<file path="src/cpc_io_pkg.sv">
`default_nettype none

// ===========================================================================
// CPU I/O map and command queue constants
// ===========================================================================
package cpc_io_pkg;

  // Port bus widths
  localparam int IO_ADDR_W = 16;  // Z80 style 16-bit port address
  localparam int IO_DATA_W = 8;

  // Upper address byte of each PPI port
  localparam logic [7:0] PPI_A_PAGE    = 8'hF4;
  localparam logic [7:0] PPI_C_PAGE    = 8'hF6;  // F5 is PPI B, not decoded here
  localparam logic [7:0] PPI_CTRL_PAGE = 8'hF7;

  // Command queue sizing
  localparam int QUEUE_DEPTH = 4;                      // Power of two
  localparam int QUEUE_PTR_W = $clog2(QUEUE_DEPTH);    // Pointers wrap by themselves
  localparam int QUEUE_CNT_W = $clog2(QUEUE_DEPTH + 1);

  // Where a decoded write goes
  typedef enum logic [2:0] {
    GA       = 3'd0,  // Gate array, A15..A14 == 01
    ROM_BANK = 3'd1,  // Upper ROM select, A13 low
    PPI_A    = 3'd2,
    PPI_C    = 3'd3,
    PPI_CTRL = 3'd4
  } io_target_e;

endpackage

`default_nettype wire

</file>
<file path="src/cpc_ga_pkg.sv">
`default_nettype none

// ===========================================================================
// Gate array fields, functions and read sources
// ===========================================================================
package cpc_ga_pkg;

  // Register field widths
  localparam int PEN_W      = 4;
  localparam int PEN_COUNT  = 16;  // Palette entries
  localparam int COLOR_W    = 5;   // Hardware colour number
  localparam int BANK_W     = 3;   // RAM bank and RAM config
  localparam int ROM_BANK_W = 4;

  // CPU clock enable every 2**(CPU_SPEED+1) cycles
  localparam int CPU_SPEED = 2;

  // Gate array function, data bits 7..6
  typedef enum logic [1:0] {
    PEN_SELECT = 2'd0,
    INK_WRITE  = 2'd1,
    MODE_ROM   = 2'd2,  // Mode, ROM disables, int clear
    RAM_CONFIG = 2'd3
  } ga_func_e;

  typedef enum logic [1:0] {
    MODE_0 = 2'd0,  // 160 x 200, 16 colours
    MODE_1 = 2'd1,
    MODE_2 = 2'd2,  // 640 x 200, 2 colours
    MODE_3 = 2'd3
  } video_mode_e;

  // Who answers a memory read
  typedef enum logic [1:0] {
    RAM  = 2'd0,
    ROM  = 2'd1,
    VRAM = 2'd2  // Top 16K when upper ROM is off
  } read_source_e;

endpackage

`default_nettype wire

</file>
<file path="src/io_cmd_if.sv">
`default_nettype none

// Decoded I/O write command, valid/ready handshake
// Payload holds steady from valid until the transfer edge
interface io_cmd_if;

  logic                                valid;
  logic                                ready;
  cpc_io_pkg::io_target_e              target;
  logic [cpc_io_pkg::IO_DATA_W-1:0]    data;
  logic                                sel;    // A4, border select for GA

  modport source (
    output valid,
    output target,
    output data,
    output sel,
    input  ready
  );

  modport sink (
    input  valid,
    input  target,
    input  data,
    input  sel,
    output ready
  );

endinterface

`default_nettype wire

</file>
<file path="src/apb_io_decoder.sv">
`default_nettype none

module apb_io_decoder (
  input  wire                                 clk_cpu,
  input  wire                                 pwr_up_reset_n,
  // APB completer
  input  wire                                 i_psel,
  input  wire                                 i_penable,
  input  wire                                 i_pwrite,
  input  wire [cpc_io_pkg::IO_ADDR_W-1:0]     i_paddr,
  input  wire [cpc_io_pkg::IO_DATA_W-1:0]     i_pwdata,
  output logic                                o_pready,
  output logic [cpc_io_pkg::IO_DATA_W-1:0]    o_prdata,
  output logic                                o_pslverr,
  // Queue state and readback values
  input  wire                                 i_empty,
  input  wire [cpc_io_pkg::IO_DATA_W-1:0]     i_ppi_a,
  input  wire [cpc_io_pkg::IO_DATA_W-1:0]     i_ppi_c,
  input  wire [cpc_io_pkg::IO_DATA_W-1:0]     i_ppi_ctrl,
  io_cmd_if.source                            cmd
);

  logic                    access;      // APB access phase
  logic [7:0]              page;        // Upper address byte
  logic                    has_target;  // Write lands somewhere
  cpc_io_pkg::io_target_e  target;
  logic                    slot_free;   // Command slot empty or leaving
  logic                    wr_accept;

  assign access    = i_psel & i_penable;
  assign page      = i_paddr[15:8];
  assign slot_free = ~cmd.valid | cmd.ready;
  assign wr_accept = access & i_pwrite & has_target & slot_free;
  assign o_pslverr = 1'b0;

  // =========================================================================
  // Port decode, same priority as the gate array chip selects
  // =========================================================================
  always_comb begin
    has_target = 1'b1;
    target     = cpc_io_pkg::GA;
    if (i_paddr[15:14] == 2'b01) begin
      target = cpc_io_pkg::GA;
    end else if (!i_paddr[13]) begin
      target = cpc_io_pkg::ROM_BANK;
    end else begin
      case (page)
        cpc_io_pkg::PPI_A_PAGE:    target = cpc_io_pkg::PPI_A;
        cpc_io_pkg::PPI_C_PAGE:    target = cpc_io_pkg::PPI_C;
        cpc_io_pkg::PPI_CTRL_PAGE: target = cpc_io_pkg::PPI_CTRL;
        default:                   has_target = 1'b0;  // Ignored, still completes
      endcase
    end
  end

  // Writes wait for a slot, reads wait for the whole path to drain
  always_comb begin
    if (i_pwrite) begin
      o_pready = access & (slot_free | ~has_target);
    end else begin
      o_pready = access & i_empty & ~cmd.valid;
    end
  end

  // Readback, PPI registers only
  always_comb begin
    case (page)
      cpc_io_pkg::PPI_A_PAGE:    o_prdata = i_ppi_a;
      cpc_io_pkg::PPI_C_PAGE:    o_prdata = i_ppi_c;
      cpc_io_pkg::PPI_CTRL_PAGE: o_prdata = i_ppi_ctrl;
      default:                   o_prdata = '0;
    endcase
  end

  // =========================================================================
  // Command slot
  // =========================================================================
  always_ff @(posedge clk_cpu) begin
    if (!pwr_up_reset_n) begin
      cmd.valid <= 1'b0;
    end else if (wr_accept) begin
      cmd.valid <= 1'b1;   // New command, old one gone this edge
    end else if (cmd.ready) begin
      cmd.valid <= 1'b0;
    end
  end

  always_ff @(posedge clk_cpu) begin
    if (wr_accept) begin
      cmd.target <= target;
      cmd.data   <= i_pwdata;
      cmd.sel    <= i_paddr[4];  // Border flag
    end
  end

endmodule

`default_nettype wire

</file>
<file path="src/io_cmd_queue.sv">
`default_nettype none

module io_cmd_queue (
  input  wire       clk_cpu,
  input  wire       pwr_up_reset_n,
  output logic      o_empty,     // FIFO and output stage both idle
  io_cmd_if.sink    in_cmd,
  io_cmd_if.source  out_cmd
);

  typedef struct packed {
    cpc_io_pkg::io_target_e              target;
    logic                                sel;
    logic [cpc_io_pkg::IO_DATA_W-1:0]    data;
  } entry_t;

  entry_t                              mem [cpc_io_pkg::QUEUE_DEPTH];
  logic [cpc_io_pkg::QUEUE_PTR_W-1:0]  wr_ptr;
  logic [cpc_io_pkg::QUEUE_PTR_W-1:0]  rd_ptr;
  logic [cpc_io_pkg::QUEUE_CNT_W-1:0]  count;
  logic                                push;
  logic                                stage_free;  // Output stage can load
  logic                                pop;         // FIFO head to stage
  logic                                bypass;      // Straight into stage

  assign in_cmd.ready = (count != cpc_io_pkg::QUEUE_CNT_W'(cpc_io_pkg::QUEUE_DEPTH));
  assign push         = in_cmd.valid & in_cmd.ready;
  assign stage_free   = ~out_cmd.valid | out_cmd.ready;
  assign pop          = stage_free & (count != '0);
  assign bypass       = push & stage_free & (count == '0);
  assign o_empty      = (count == '0) & ~out_cmd.valid;

  // Pointers and occupancy
  always_ff @(posedge clk_cpu) begin
    if (!pwr_up_reset_n) begin
      wr_ptr <= '0;
      rd_ptr <= '0;
      count  <= '0;
    end else begin
      if (push && !bypass) wr_ptr <= wr_ptr + 1'b1;
      if (pop) rd_ptr <= rd_ptr + 1'b1;
      count <= count + ((push && !bypass) ? 1'b1 : 1'b0) - (pop ? 1'b1 : 1'b0);
    end
  end

  always_ff @(posedge clk_cpu) begin
    if (push && !bypass) mem[wr_ptr] <= '{in_cmd.target, in_cmd.sel, in_cmd.data};
  end

  // Registered output stage
  always_ff @(posedge clk_cpu) begin
    if (!pwr_up_reset_n) begin
      out_cmd.valid <= 1'b0;
    end else if (stage_free) begin
      out_cmd.valid <= pop | bypass;
    end
  end

  always_ff @(posedge clk_cpu) begin
    if (pop) begin
      out_cmd.target <= mem[rd_ptr].target;
      out_cmd.sel    <= mem[rd_ptr].sel;
      out_cmd.data   <= mem[rd_ptr].data;
    end else if (bypass) begin
      out_cmd.target <= in_cmd.target;
      out_cmd.sel    <= in_cmd.sel;
      out_cmd.data   <= in_cmd.data;
    end
  end

endmodule

`default_nettype wire

</file>
<file path="src/gate_array_regs.sv">
`default_nettype none

module gate_array_regs (
  input  wire                                     clk_cpu,
  input  wire                                     pwr_up_reset_n,
  io_cmd_if.sink                                  cmd,
  // Palette and memory queries
  input  wire [cpc_ga_pkg::PEN_W-1:0]             i_pen,
  input  wire [1:0]                               i_mem_page,  // A15..A14
  output logic [cpc_ga_pkg::COLOR_W-1:0]          o_color,
  output logic [cpc_ga_pkg::COLOR_W-1:0]          o_border_color,
  output cpc_ga_pkg::video_mode_e                 o_mode,
  output logic                                    o_hi_rom_disable,
  output logic                                    o_lo_rom_disable,
  output logic [cpc_ga_pkg::BANK_W-1:0]           o_ram_bank,
  output logic [cpc_ga_pkg::BANK_W-1:0]           o_ram_config,
  output logic [cpc_ga_pkg::ROM_BANK_W-1:0]       o_rom_bank,
  output logic [cpc_io_pkg::IO_DATA_W-1:0]        o_ppi_a,
  output logic [cpc_io_pkg::IO_DATA_W-1:0]        o_ppi_c,
  output logic [cpc_io_pkg::IO_DATA_W-1:0]        o_ppi_ctrl,
  output logic                                    o_int_clear,
  output cpc_ga_pkg::read_source_e                o_read_source
);

  logic [cpc_ga_pkg::CPU_SPEED:0]     presc_cnt;
  logic                               cpu_strobe;
  logic                               apply;
  cpc_ga_pkg::ga_func_e               ga_func;
  logic [cpc_ga_pkg::PEN_W-1:0]       pen;
  logic                               border_sel;
  logic [cpc_ga_pkg::COLOR_W-1:0]     palette [cpc_ga_pkg::PEN_COUNT];

  // =========================================================================
  // CPU clock enable, one cycle in 2**(CPU_SPEED+1)
  // =========================================================================
  always_ff @(posedge clk_cpu) begin
    if (!pwr_up_reset_n) presc_cnt <= '0;
    else presc_cnt <= presc_cnt + 1'b1;
  end

  assign cpu_strobe = &presc_cnt;
  assign cmd.ready  = cpu_strobe;  // Commands only land on the strobe
  assign apply      = cmd.valid & cpu_strobe;
  assign ga_func    = cpc_ga_pkg::ga_func_e'(cmd.data[7:6]);

  // Interrupt clear rides along with a MODE_ROM write, D4 set
  assign o_int_clear = apply & (cmd.target == cpc_io_pkg::GA) &
                       (ga_func == cpc_ga_pkg::MODE_ROM) & cmd.data[4];

  // =========================================================================
  // Command execution
  // =========================================================================
  always_ff @(posedge clk_cpu) begin
    if (!pwr_up_reset_n) begin
      pen              <= '0;
      border_sel       <= 1'b0;
      o_border_color   <= '0;
      o_mode           <= cpc_ga_pkg::MODE_0;
      o_hi_rom_disable <= 1'b0;  // Both ROMs on at power up
      o_lo_rom_disable <= 1'b0;
      o_ram_bank       <= '0;
      o_ram_config     <= '0;
      o_rom_bank       <= '0;
      o_ppi_a          <= '0;
      o_ppi_c          <= '0;
      o_ppi_ctrl       <= '0;
      for (int i = 0; i < cpc_ga_pkg::PEN_COUNT; i++) palette[i] <= '0;
    end else if (apply) begin
      case (cmd.target)
        cpc_io_pkg::GA: begin
          case (ga_func)
            cpc_ga_pkg::PEN_SELECT: begin
              border_sel <= cmd.sel;
              if (!cmd.data[4]) pen <= cmd.data[cpc_ga_pkg::PEN_W-1:0];  // D4 keeps pen
            end
            cpc_ga_pkg::INK_WRITE: begin
              if (border_sel) o_border_color <= cmd.data[cpc_ga_pkg::COLOR_W-1:0];
              else palette[pen] <= cmd.data[cpc_ga_pkg::COLOR_W-1:0];
            end
            cpc_ga_pkg::MODE_ROM: begin
              o_hi_rom_disable <= cmd.data[3];
              o_lo_rom_disable <= cmd.data[2];
              o_mode           <= cpc_ga_pkg::video_mode_e'(cmd.data[1:0]);
            end
            cpc_ga_pkg::RAM_CONFIG: begin
              o_ram_bank   <= cmd.data[2*cpc_ga_pkg::BANK_W-1:cpc_ga_pkg::BANK_W];
              o_ram_config <= cmd.data[cpc_ga_pkg::BANK_W-1:0];
            end
            default: ;
          endcase
        end
        cpc_io_pkg::ROM_BANK: o_rom_bank <= cmd.data[cpc_ga_pkg::ROM_BANK_W-1:0];
        cpc_io_pkg::PPI_A:    o_ppi_a    <= cmd.data;
        cpc_io_pkg::PPI_C:    o_ppi_c    <= cmd.data;
        cpc_io_pkg::PPI_CTRL: o_ppi_ctrl <= cmd.data;
        default: ;  // Unused encodings
      endcase
    end
  end

  // =========================================================================
  // Lookups
  // =========================================================================
  assign o_color = palette[i_pen];

  // Lower ROM at page 0, upper ROM over video RAM at page 3
  always_comb begin
    case (i_mem_page)
      2'd0:    o_read_source = o_lo_rom_disable ? cpc_ga_pkg::RAM : cpc_ga_pkg::ROM;
      2'd3:    o_read_source = o_hi_rom_disable ? cpc_ga_pkg::VRAM : cpc_ga_pkg::ROM;
      default: o_read_source = cpc_ga_pkg::RAM;
    endcase
  end

endmodule

`default_nettype wire

</file>
<file path="src/cpc_io_top.sv">
`default_nettype none

module cpc_io_top (
  input  wire                                     clk_cpu,
  input  wire                                     pwr_up_reset_n,
  // APB from the CPU I/O side
  input  wire                                     i_psel,
  input  wire                                     i_penable,
  input  wire                                     i_pwrite,
  input  wire [cpc_io_pkg::IO_ADDR_W-1:0]         i_paddr,
  input  wire [cpc_io_pkg::IO_DATA_W-1:0]         i_pwdata,
  output logic                                    o_pready,
  output logic [cpc_io_pkg::IO_DATA_W-1:0]        o_prdata,
  output logic                                    o_pslverr,
  // Gate array state
  input  wire [cpc_ga_pkg::PEN_W-1:0]             i_pen,
  input  wire [1:0]                               i_mem_page,
  output logic [cpc_ga_pkg::COLOR_W-1:0]          o_color,
  output logic [cpc_ga_pkg::COLOR_W-1:0]          o_border_color,
  output cpc_ga_pkg::video_mode_e                 o_mode,
  output logic                                    o_hi_rom_disable,
  output logic                                    o_lo_rom_disable,
  output logic [cpc_ga_pkg::BANK_W-1:0]           o_ram_bank,
  output logic [cpc_ga_pkg::BANK_W-1:0]           o_ram_config,
  output logic [cpc_ga_pkg::ROM_BANK_W-1:0]       o_rom_bank,
  output logic [cpc_io_pkg::IO_DATA_W-1:0]        o_ppi_a,
  output logic [cpc_io_pkg::IO_DATA_W-1:0]        o_ppi_c,
  output logic [cpc_io_pkg::IO_DATA_W-1:0]        o_ppi_ctrl,
  output logic                                    o_int_clear,
  output cpc_ga_pkg::read_source_e                o_read_source
);

  logic queue_empty;

  io_cmd_if dec_cmd ();  // Decoder to queue
  io_cmd_if ga_cmd ();   // Queue to register block

  apb_io_decoder apb_io_decoder_i (
    .clk_cpu        (clk_cpu),
    .pwr_up_reset_n (pwr_up_reset_n),
    .i_psel         (i_psel),
    .i_penable      (i_penable),
    .i_pwrite       (i_pwrite),
    .i_paddr        (i_paddr),
    .i_pwdata       (i_pwdata),
    .o_pready       (o_pready),
    .o_prdata       (o_prdata),
    .o_pslverr      (o_pslverr),
    .i_empty        (queue_empty),
    .i_ppi_a        (o_ppi_a),     // Readback straight from the registers
    .i_ppi_c        (o_ppi_c),
    .i_ppi_ctrl     (o_ppi_ctrl),
    .cmd            (dec_cmd.source)
  );

  io_cmd_queue io_cmd_queue_i (
    .clk_cpu        (clk_cpu),
    .pwr_up_reset_n (pwr_up_reset_n),
    .o_empty        (queue_empty),
    .in_cmd         (dec_cmd.sink),
    .out_cmd        (ga_cmd.source)
  );

  gate_array_regs gate_array_regs_i (
    .clk_cpu          (clk_cpu),
    .pwr_up_reset_n   (pwr_up_reset_n),
    .cmd              (ga_cmd.sink),
    .i_pen            (i_pen),
    .i_mem_page       (i_mem_page),
    .o_color          (o_color),
    .o_border_color   (o_border_color),
    .o_mode           (o_mode),
    .o_hi_rom_disable (o_hi_rom_disable),
    .o_lo_rom_disable (o_lo_rom_disable),
    .o_ram_bank       (o_ram_bank),
    .o_ram_config     (o_ram_config),
    .o_rom_bank       (o_rom_bank),
    .o_ppi_a          (o_ppi_a),
    .o_ppi_c          (o_ppi_c),
    .o_ppi_ctrl       (o_ppi_ctrl),
    .o_int_clear      (o_int_clear),
    .o_read_source    (o_read_source)
  );

endmodule

`default_nettype wire

</file>
<file path="config.mk">
export PLATFORM = sky130hd
export DESIGN_NAME = cpc_io_top
export DESIGN_NICKNAME = d
export VERILOG_FILES = /design/src/cpc_io_pkg.sv /design/src/cpc_ga_pkg.sv /design/src/io_cmd_if.sv /design/src/apb_io_decoder.sv /design/src/io_cmd_queue.sv /design/src/gate_array_regs.sv /design/src/cpc_io_top.sv
export SDC_FILE = /design/constraint.sdc
export NUM_CORES = 1
export LEC_CHECK = 0
export BUFFER_PORTS_ARGS = -buffer_cell sky130_fd_sc_hd__buf_2
export CELL_PAD_IN_SITES_DETAIL_PLACEMENT = 1
export CELL_PAD_IN_SITES_GLOBAL_PLACEMENT = 1
export CORE_ASPECT_RATIO = 1.25
export CORE_MARGIN = 2
export CORE_UTILIZATION = 34
export CTS_CLUSTER_SIZE = 24
export DETAILED_ROUTE_END_ITERATION = 16
export PLACE_DENSITY_LB_ADDON = 0.2
export SLEW_MARGIN = 20
export SYNTH_ARGS = -nofsm -noshare
export SYNTH_HDL_FRONTEND = slang
export SYNTH_SLANG_ARGS = --single-unit
</file>
<file path="constraint.sdc">
create_clock -name clk_cpu -period 3.5 [get_ports clk_cpu]
set_clock_uncertainty 0.2 [all_clocks]
set_input_delay 0.7 -clock clk_cpu [delete_from_list [all_inputs] [get_ports clk_cpu]]
set_output_delay 0.7 -clock clk_cpu [all_outputs]
set_load 0.005 [all_outputs]
</file>
-- After elaboration in Yosys (flattened, before gate mapping)
Memories as Yosys holds them, arrays and structs flattened. A register that Yosys moved wholly into a read port is not among the register bits.
Index checks and enable logic that the tools add are counted.
- register bits: 84
- bits in writable memories: 128
- bits of input ports: 35
- output and inout bits: 61
- memories: 2
- add/subtract/negate cells: 5
- equal/unequal tests: 13
- multiplexer cells: 34
- bitwise logic cells: 25
- reduce and logical (&&, ||, !) cells: 22
- memory list (name ; words ; bits a word ; rd ports ; clocked after Yosys merged registers in ; write ports ; RTL line ; text):
    gate_array_regs_i.palette ; 16 ; 5 ; 1 ; 0 ; 16 ; gate_array_regs.sv:31 ; logic [cpc_ga_pkg::COLOR_W-1:0] palette [cpc_ga_pkg::PEN_COUNT];
    io_cmd_queue_i.mem ; 4 ; 12 ; 1 ; 1 ; 1 ; io_cmd_queue.sv:17 ; entry_t mem [cpc_io_pkg::QUEUE_DEPTH];
- operators with widths (kind ; number):
    8-bit equality test, second input constant ; 3
    8-bit one-hot mux with 3 select lines ; 1
    1-bit 2-to-1 mux ; 22
    1-bit bitwise AND ; 16
    8-bit 2-to-1 mux ; 2
    3-bit AND reduction ; 4
    3-bit one-hot mux with 3 select lines ; 1
    2-bit AND reduction ; 4
    4-bit AND reduction ; 2
    2-bit equality test, second input constant ; 3
    3-bit by 2-bit equality test with 1-bit output, second input constant ; 2
    3-bit logical NOT ; 2
    2-bit 2-to-1 mux ; 3
    3-bit 2-to-1 mux ; 2
    5-bit 2-to-1 mux ; 1
    1-bit inverter ; 5
    5-bit OR reduction ; 1
    2-bit by 1-bit adder with 2-bit output, second input constant ; 2
    2-bit by 1-bit equality test with 1-bit output, second input constant ; 2
    2-bit logical NOT ; 2
    4-bit 2-to-1 mux ; 1
    1-bit bitwise OR ; 4
    2-bit one-hot mux with 2 select lines ; 1
    2-bit nonzero test ; 2
    other kinds (11) ; 11

-- Depth between registers and ports, before layout
- word-level depth: 9
- depth in mapped cells: 12
- depth with buffers taken out: 10

-- Cells and area by module
A second synthesis with hierarchy kept.
- cells, all modules: 753
- area total of the unflattened synthesis: 9412.8 um^2
- by module, submodules not included (module ; instances ; cells an instance ; area an instance (um^2) ; sequential area each (um^2)):
    gate_array_regs ; 1 ; 533 ; 5816.8 ; 3423.3
    io_cmd_queue ; 1 ; 147 ; 2819.0 ; 2001.9
    apb_io_decoder ; 1 ; 73 ; 777.0 ; 380.4

-- Worst setup path before layout
OpenSTA, ideal clock, no wires.
- kind: reg-to-reg
- start: reg gate_array_regs_i.presc_cnt[0] in the netlist's numbering
- end: reg io_cmd_queue_i.count[2] in the netlist's numbering
- setup time: 0.115 ns
- arrival: 2.544 ns
- required time: 3.185 ns
- setup slack: 0.641 ns
- stages on the path, launching flop included: 13
- buffers on the path: 2
- period minus slack after synthesis: 2.859 ns
- cell sequence: dfxtp_1 -> ha_1 -> ha_1 -> clkbuf_2 -> nor2b_1 -> nor2_1 -> clkbuf_1 -> ha_1 -> inv_1 -> ha_1 -> fa_1 -> xnor2_1 -> and2_1
- elaborated cells between the ends (all ways): 11
- those cells by class: 2 x add/sub; 2 x mux; 4 x bitwise; 3 x reduce/logical
- RTL lines (element ; RTL line ; text):
    from (decl) ; gate_array_regs.sv:25 ; logic [cpc_ga_pkg::CPU_SPEED:0] presc_cnt;
    from (signal assigned) ; gate_array_regs.sv:38 ; else presc_cnt <= presc_cnt + 1'b1;
    3-bit AND reduction ; gate_array_regs.sv:41 ; assign cpu_strobe = &presc_cnt;
    1-bit bitwise OR ; io_cmd_queue.sv:28 ; assign stage_free = ~out_cmd.valid | out_cmd.ready;
    1-bit bitwise AND ; io_cmd_queue.sv:29 ; assign pop = stage_free & (count != '0);
    named net io_cmd_queue_i.pop ; io_cmd_queue.sv:23 ; logic pop;
    1-bit 2-to-1 mux ; io_cmd_queue.sv:42 ; count <= count + ((push && !bypass) ? 1'b1 : 1'b0) - (pop ? 1'b1 : 1'b0);
    3-bit subtractor ; io_cmd_queue.sv:42 ;
    to (signal assigned) ; io_cmd_queue.sv:42 ;
    to (decl) ; io_cmd_queue.sv:20 ; logic [cpc_io_pkg::QUEUE_CNT_W-1:0] count;
The timed path passes the listed nets, and every way through them passes these cells.
A chain may end at the register's enable or synchronous reset.

-- Worst setup path in the final report
- start: reg gate_array_regs_i.presc_cnt[0] in the netlist's numbering
- end: out o_int_clear
- cells in the longest elaborated chain, start to end: 5
- RTL lines (element ; RTL line ; text):
    3-bit AND reduction ; gate_array_regs.sv:41 ;
    1-bit bitwise AND ; gate_array_regs.sv:43 ; assign apply = cmd.valid & cpu_strobe;
    1-bit bitwise AND (2 in a row) ; gate_array_regs.sv:47 ; assign o_int_clear = apply & (cmd.target == cpc_io_pkg::GA) &
    1-bit bitwise AND ; gate_array_regs.sv:48 ; (ga_func == cpc_ga_pkg::MODE_ROM) & cmd.data[4];
    to (decl) ; cpc_io_top.sv:29 ; output logic o_int_clear,
Every way passes these cells.

==> metrics.txt <==
maximum VDD drop=roughly 0.00037 V; ranking of synthesized cells by area=edfxtp_1 48%, dfxtp_1 13%, mux4_2 7.7%, and2_1 5.9%, mux2i_1 5.6%; number of routed nets with antenna violations=0; Hold Vio Cnt, Final=0; CTS tree=done; DIE HEIGHT=190 µm; Synth area leader=edfxtp_1; full die area=about 29000 µm²; Synthesized Nets=721; Final TNS setup=0 ns; sequential share of the synthesized area=about 62%; Critical Path AT=2.22 ns; Post-DP HPWL=15900 µm; # fillers=2838; M1 GR Usage=17.5%; crit path max fanout=9; global routing's busiest layer=met2; EDFF count, synth=152; DR DRC count=0; layout cells sized above 1=between 20% and 30%; Synth Instances=675; via density per instance=4.89; initial antenna violation count=0; Die X=153 µm; vias in the first global route=6312; clock root buffer master=clkbuf_16; delay of the slowest critical-path stage=approximately 0.35 ns; CP Capture Type=primary output; Max Buffers Root-to-Sink=3; most common library cell in the layout ignoring fill and taps=edfxtp_1; synthesis-to-layout area growth=18.8%; Layout Cells excl Fill=1144; GRT Residual Overflow=0; CTS buffer count=24; Required @ worst endpoint=2.60 ns; GR met2 Demand/Resource=31.2%; final WL=around 23000 µm; met3 usage=2.26%; # diodes=0; global-route wire length before repair=35800 µm; RR Startpoint=gate_array_regs_i.presc_cnt[0]; max-capacitance violation count=0; R2R cell count=5; Pre-antenna DRT Iters=4; setup bufs post-CTS=0; commonest cells after routing, fill and taps aside=152 x edfxtp_1, 89 x and2_1, 87 x buf_2; CTS resizes=0; #FFs+latches synth=214; Port Buf Inserts=87; GPL Wtd Cong=0.766; Final Max Slew Viols=0; library cells used by synthesis=51; Worst Hold Depth=1; outcome=finished, final reports clean; GR Util All Layers=15.8%; fmax=0.320 GHz; # nets final=822; RR Endpoint=gate_array_regs_i.palette[5][2]; synthesized area per cell=14.0 µm²; slew margin rel.=27.3%; DR WL/cell=20.0 µm; Core Footprint=27500 µm²; RSZ-0062 raised after global routing=false; post-synthesis async set-or-reset flop share=0%; Leak=between 4 and 5 nW; Worst Max-Slew Pin Slew=1.09 ns; Startpoint Class=flip-flop; later-pin clock latency in the skew report=0.51 ns; Yosys top cell area share=between 40 and 50%; H-tree depth=1; drt initial violations=231; PD cells=593 nW/µm²; hold endpoint=apb_io_decoder_i.cmd.data[0]; Syn Std Cell Area=9420 µm²; Tmin final=3.12 ns; Slowest cell on crit path=ha_1; area of placed instances=10300 µm²; Tcrit/Tclk final=between 80% and 90%; Reg2Reg Setup Slack=0.56 ns; Critical Path, Cell by Cell=ha_1, ha_1, nand3_1, nor3_1, buf_4, and2_1, buf_2; via count=between 5000 and 6000; Synth Warn #=0; Setup violations, final=0; Ports=96; Initial Util=~34%; largest net degree at the start of global routing=79; hold-fix buffers at CTS=0; clock sinks=214; CTS clk-pin slew, worst paths=0.06 ns; ys flop type=edfxtp_1; Setup Crit Path Kind=flip-flop to primary output; CP most frequent cell=ha_1; placed cells=1099; critical hold path startpoint=i_pwdata[0]; final instance area=11200 µm²; WHS=between 0.15 and 0.2 ns; Site Rows=roughly 70; hold crit path type=primary input to flip-flop
registers in the layout, summed over array words and instances, names as in the netlist, 5 cells and up, named ones only:
register                          flops
io_cmd_queue_i.out_cmd.data           8
gate_array_regs_i.o_border_color      5
io_cmd_queue_i.mem                   48
apb_io_decoder_i.cmd.data             8
gate_array_regs_i.o_ppi_c             8
gate_array_regs_i.palette            80
gate_array_regs_i.o_ppi_ctrl          8
gate_array_regs_i.o_ppi_a             8
Yosys cell counts (9+ instances only):
| library cell | n |
|---|---|
| and2_1 | 89 |
| nand3_1 | 19 |
| ha_1 | 10 |
| nor2_1 | 27 |
| mux2_2 | 12 |
| inv_1 | 9 |
| nor2b_1 | 53 |
| a21oi_1 | 9 |
| edfxtp_1 | 152 |
| mux4_2 | 32 |
| nand2_1 | 12 |
| o21ai_0 | 16 |
| mux2i_1 | 53 |
| dfxtp_1 | 62 |
| clkbuf_1 | 32 |
kinds of logic (layout without fill, tap and decap cells):
group	after synthesis	after routing	synth area share, %
XOR/XNOR	5	5	0.465
other	1	1	0.0398
flip-flops	214	214	61.6
AO/OA/AOI/OAI	41	41	2.64
multiplexers	97	97	14.7
AND/OR/NAND/NOR	253	253	16.5
buffers and inverters	53	172	2.47
adder cells (fa/ha/maj)	11	11	1.54
critical path, delay by kind of cell (launching register included):
family        cells  cell delay, ns
simple gates      3            0.54
flops             1            0.33
buf+inv           2            0.34
fa+ha+maj         2            0.50
report_power, final:
| group | leakage [nW] | internal [mW] | switching (mW) |
|---|---|---|---|
| sequential | 1.98 | 2.90 | 0.357 |
| clock | 0.408 | 1.61 | 0.991 |
| combinational | 1.85 | 0.392 | 0.389 |
| total | 4.23 | 4.90 | 1.74 |
layout make-up:
cell class	instances	area, µm²	area share, %
flip-flops and latches	214	5810	51.9
multi-input cells	408	3390	30.3
clock buffers	33	697	6.23
repair buffers	119	696	6.22
well taps	350	438	3.91
clock inverters	11	131	1.17
inverters	9	33.8	0.302
metrics by stage:
step	power [mW]	utilization [%]	setup WS, ns
after floorplan	3.69	-	0.641
after global placement	4.07	37.6	0.455
after detailed placement	4.10	37.6	0.406
after CTS	6.73	40.7	0.342
after global routing	6.94	40.7	0.152
final	6.64	40.7	0.378
layer usage:
metal / wire length (µm) / up-vias
met5: 0 / -
met4: 431 / 0
met3: 796 / 29
met2: 12900 / 84
met1: 8650 / 2839
li1: - / 2637
worst max path at each step:
stage | from | to | slack [ns] | cells after the start
floorplan | gate_array_regs_i.presc_cnt[0] | io_cmd_queue_i.count[2] | 0.64 | 12
global placement | i_pen[0] | o_color[4] | 0.45 | 6
detailed placement | i_pen[0] | o_color[0] | 0.41 | 6
CTS | gate_array_regs_i.presc_cnt[0] | o_int_clear | 0.34 | 7
global route | gate_array_regs_i.presc_cnt[0] | o_int_clear | 0.15 | 7
finish | gate_array_regs_i.presc_cnt[0] | o_int_clear | 0.38 | 7
(Power assumes the default switching activity.)
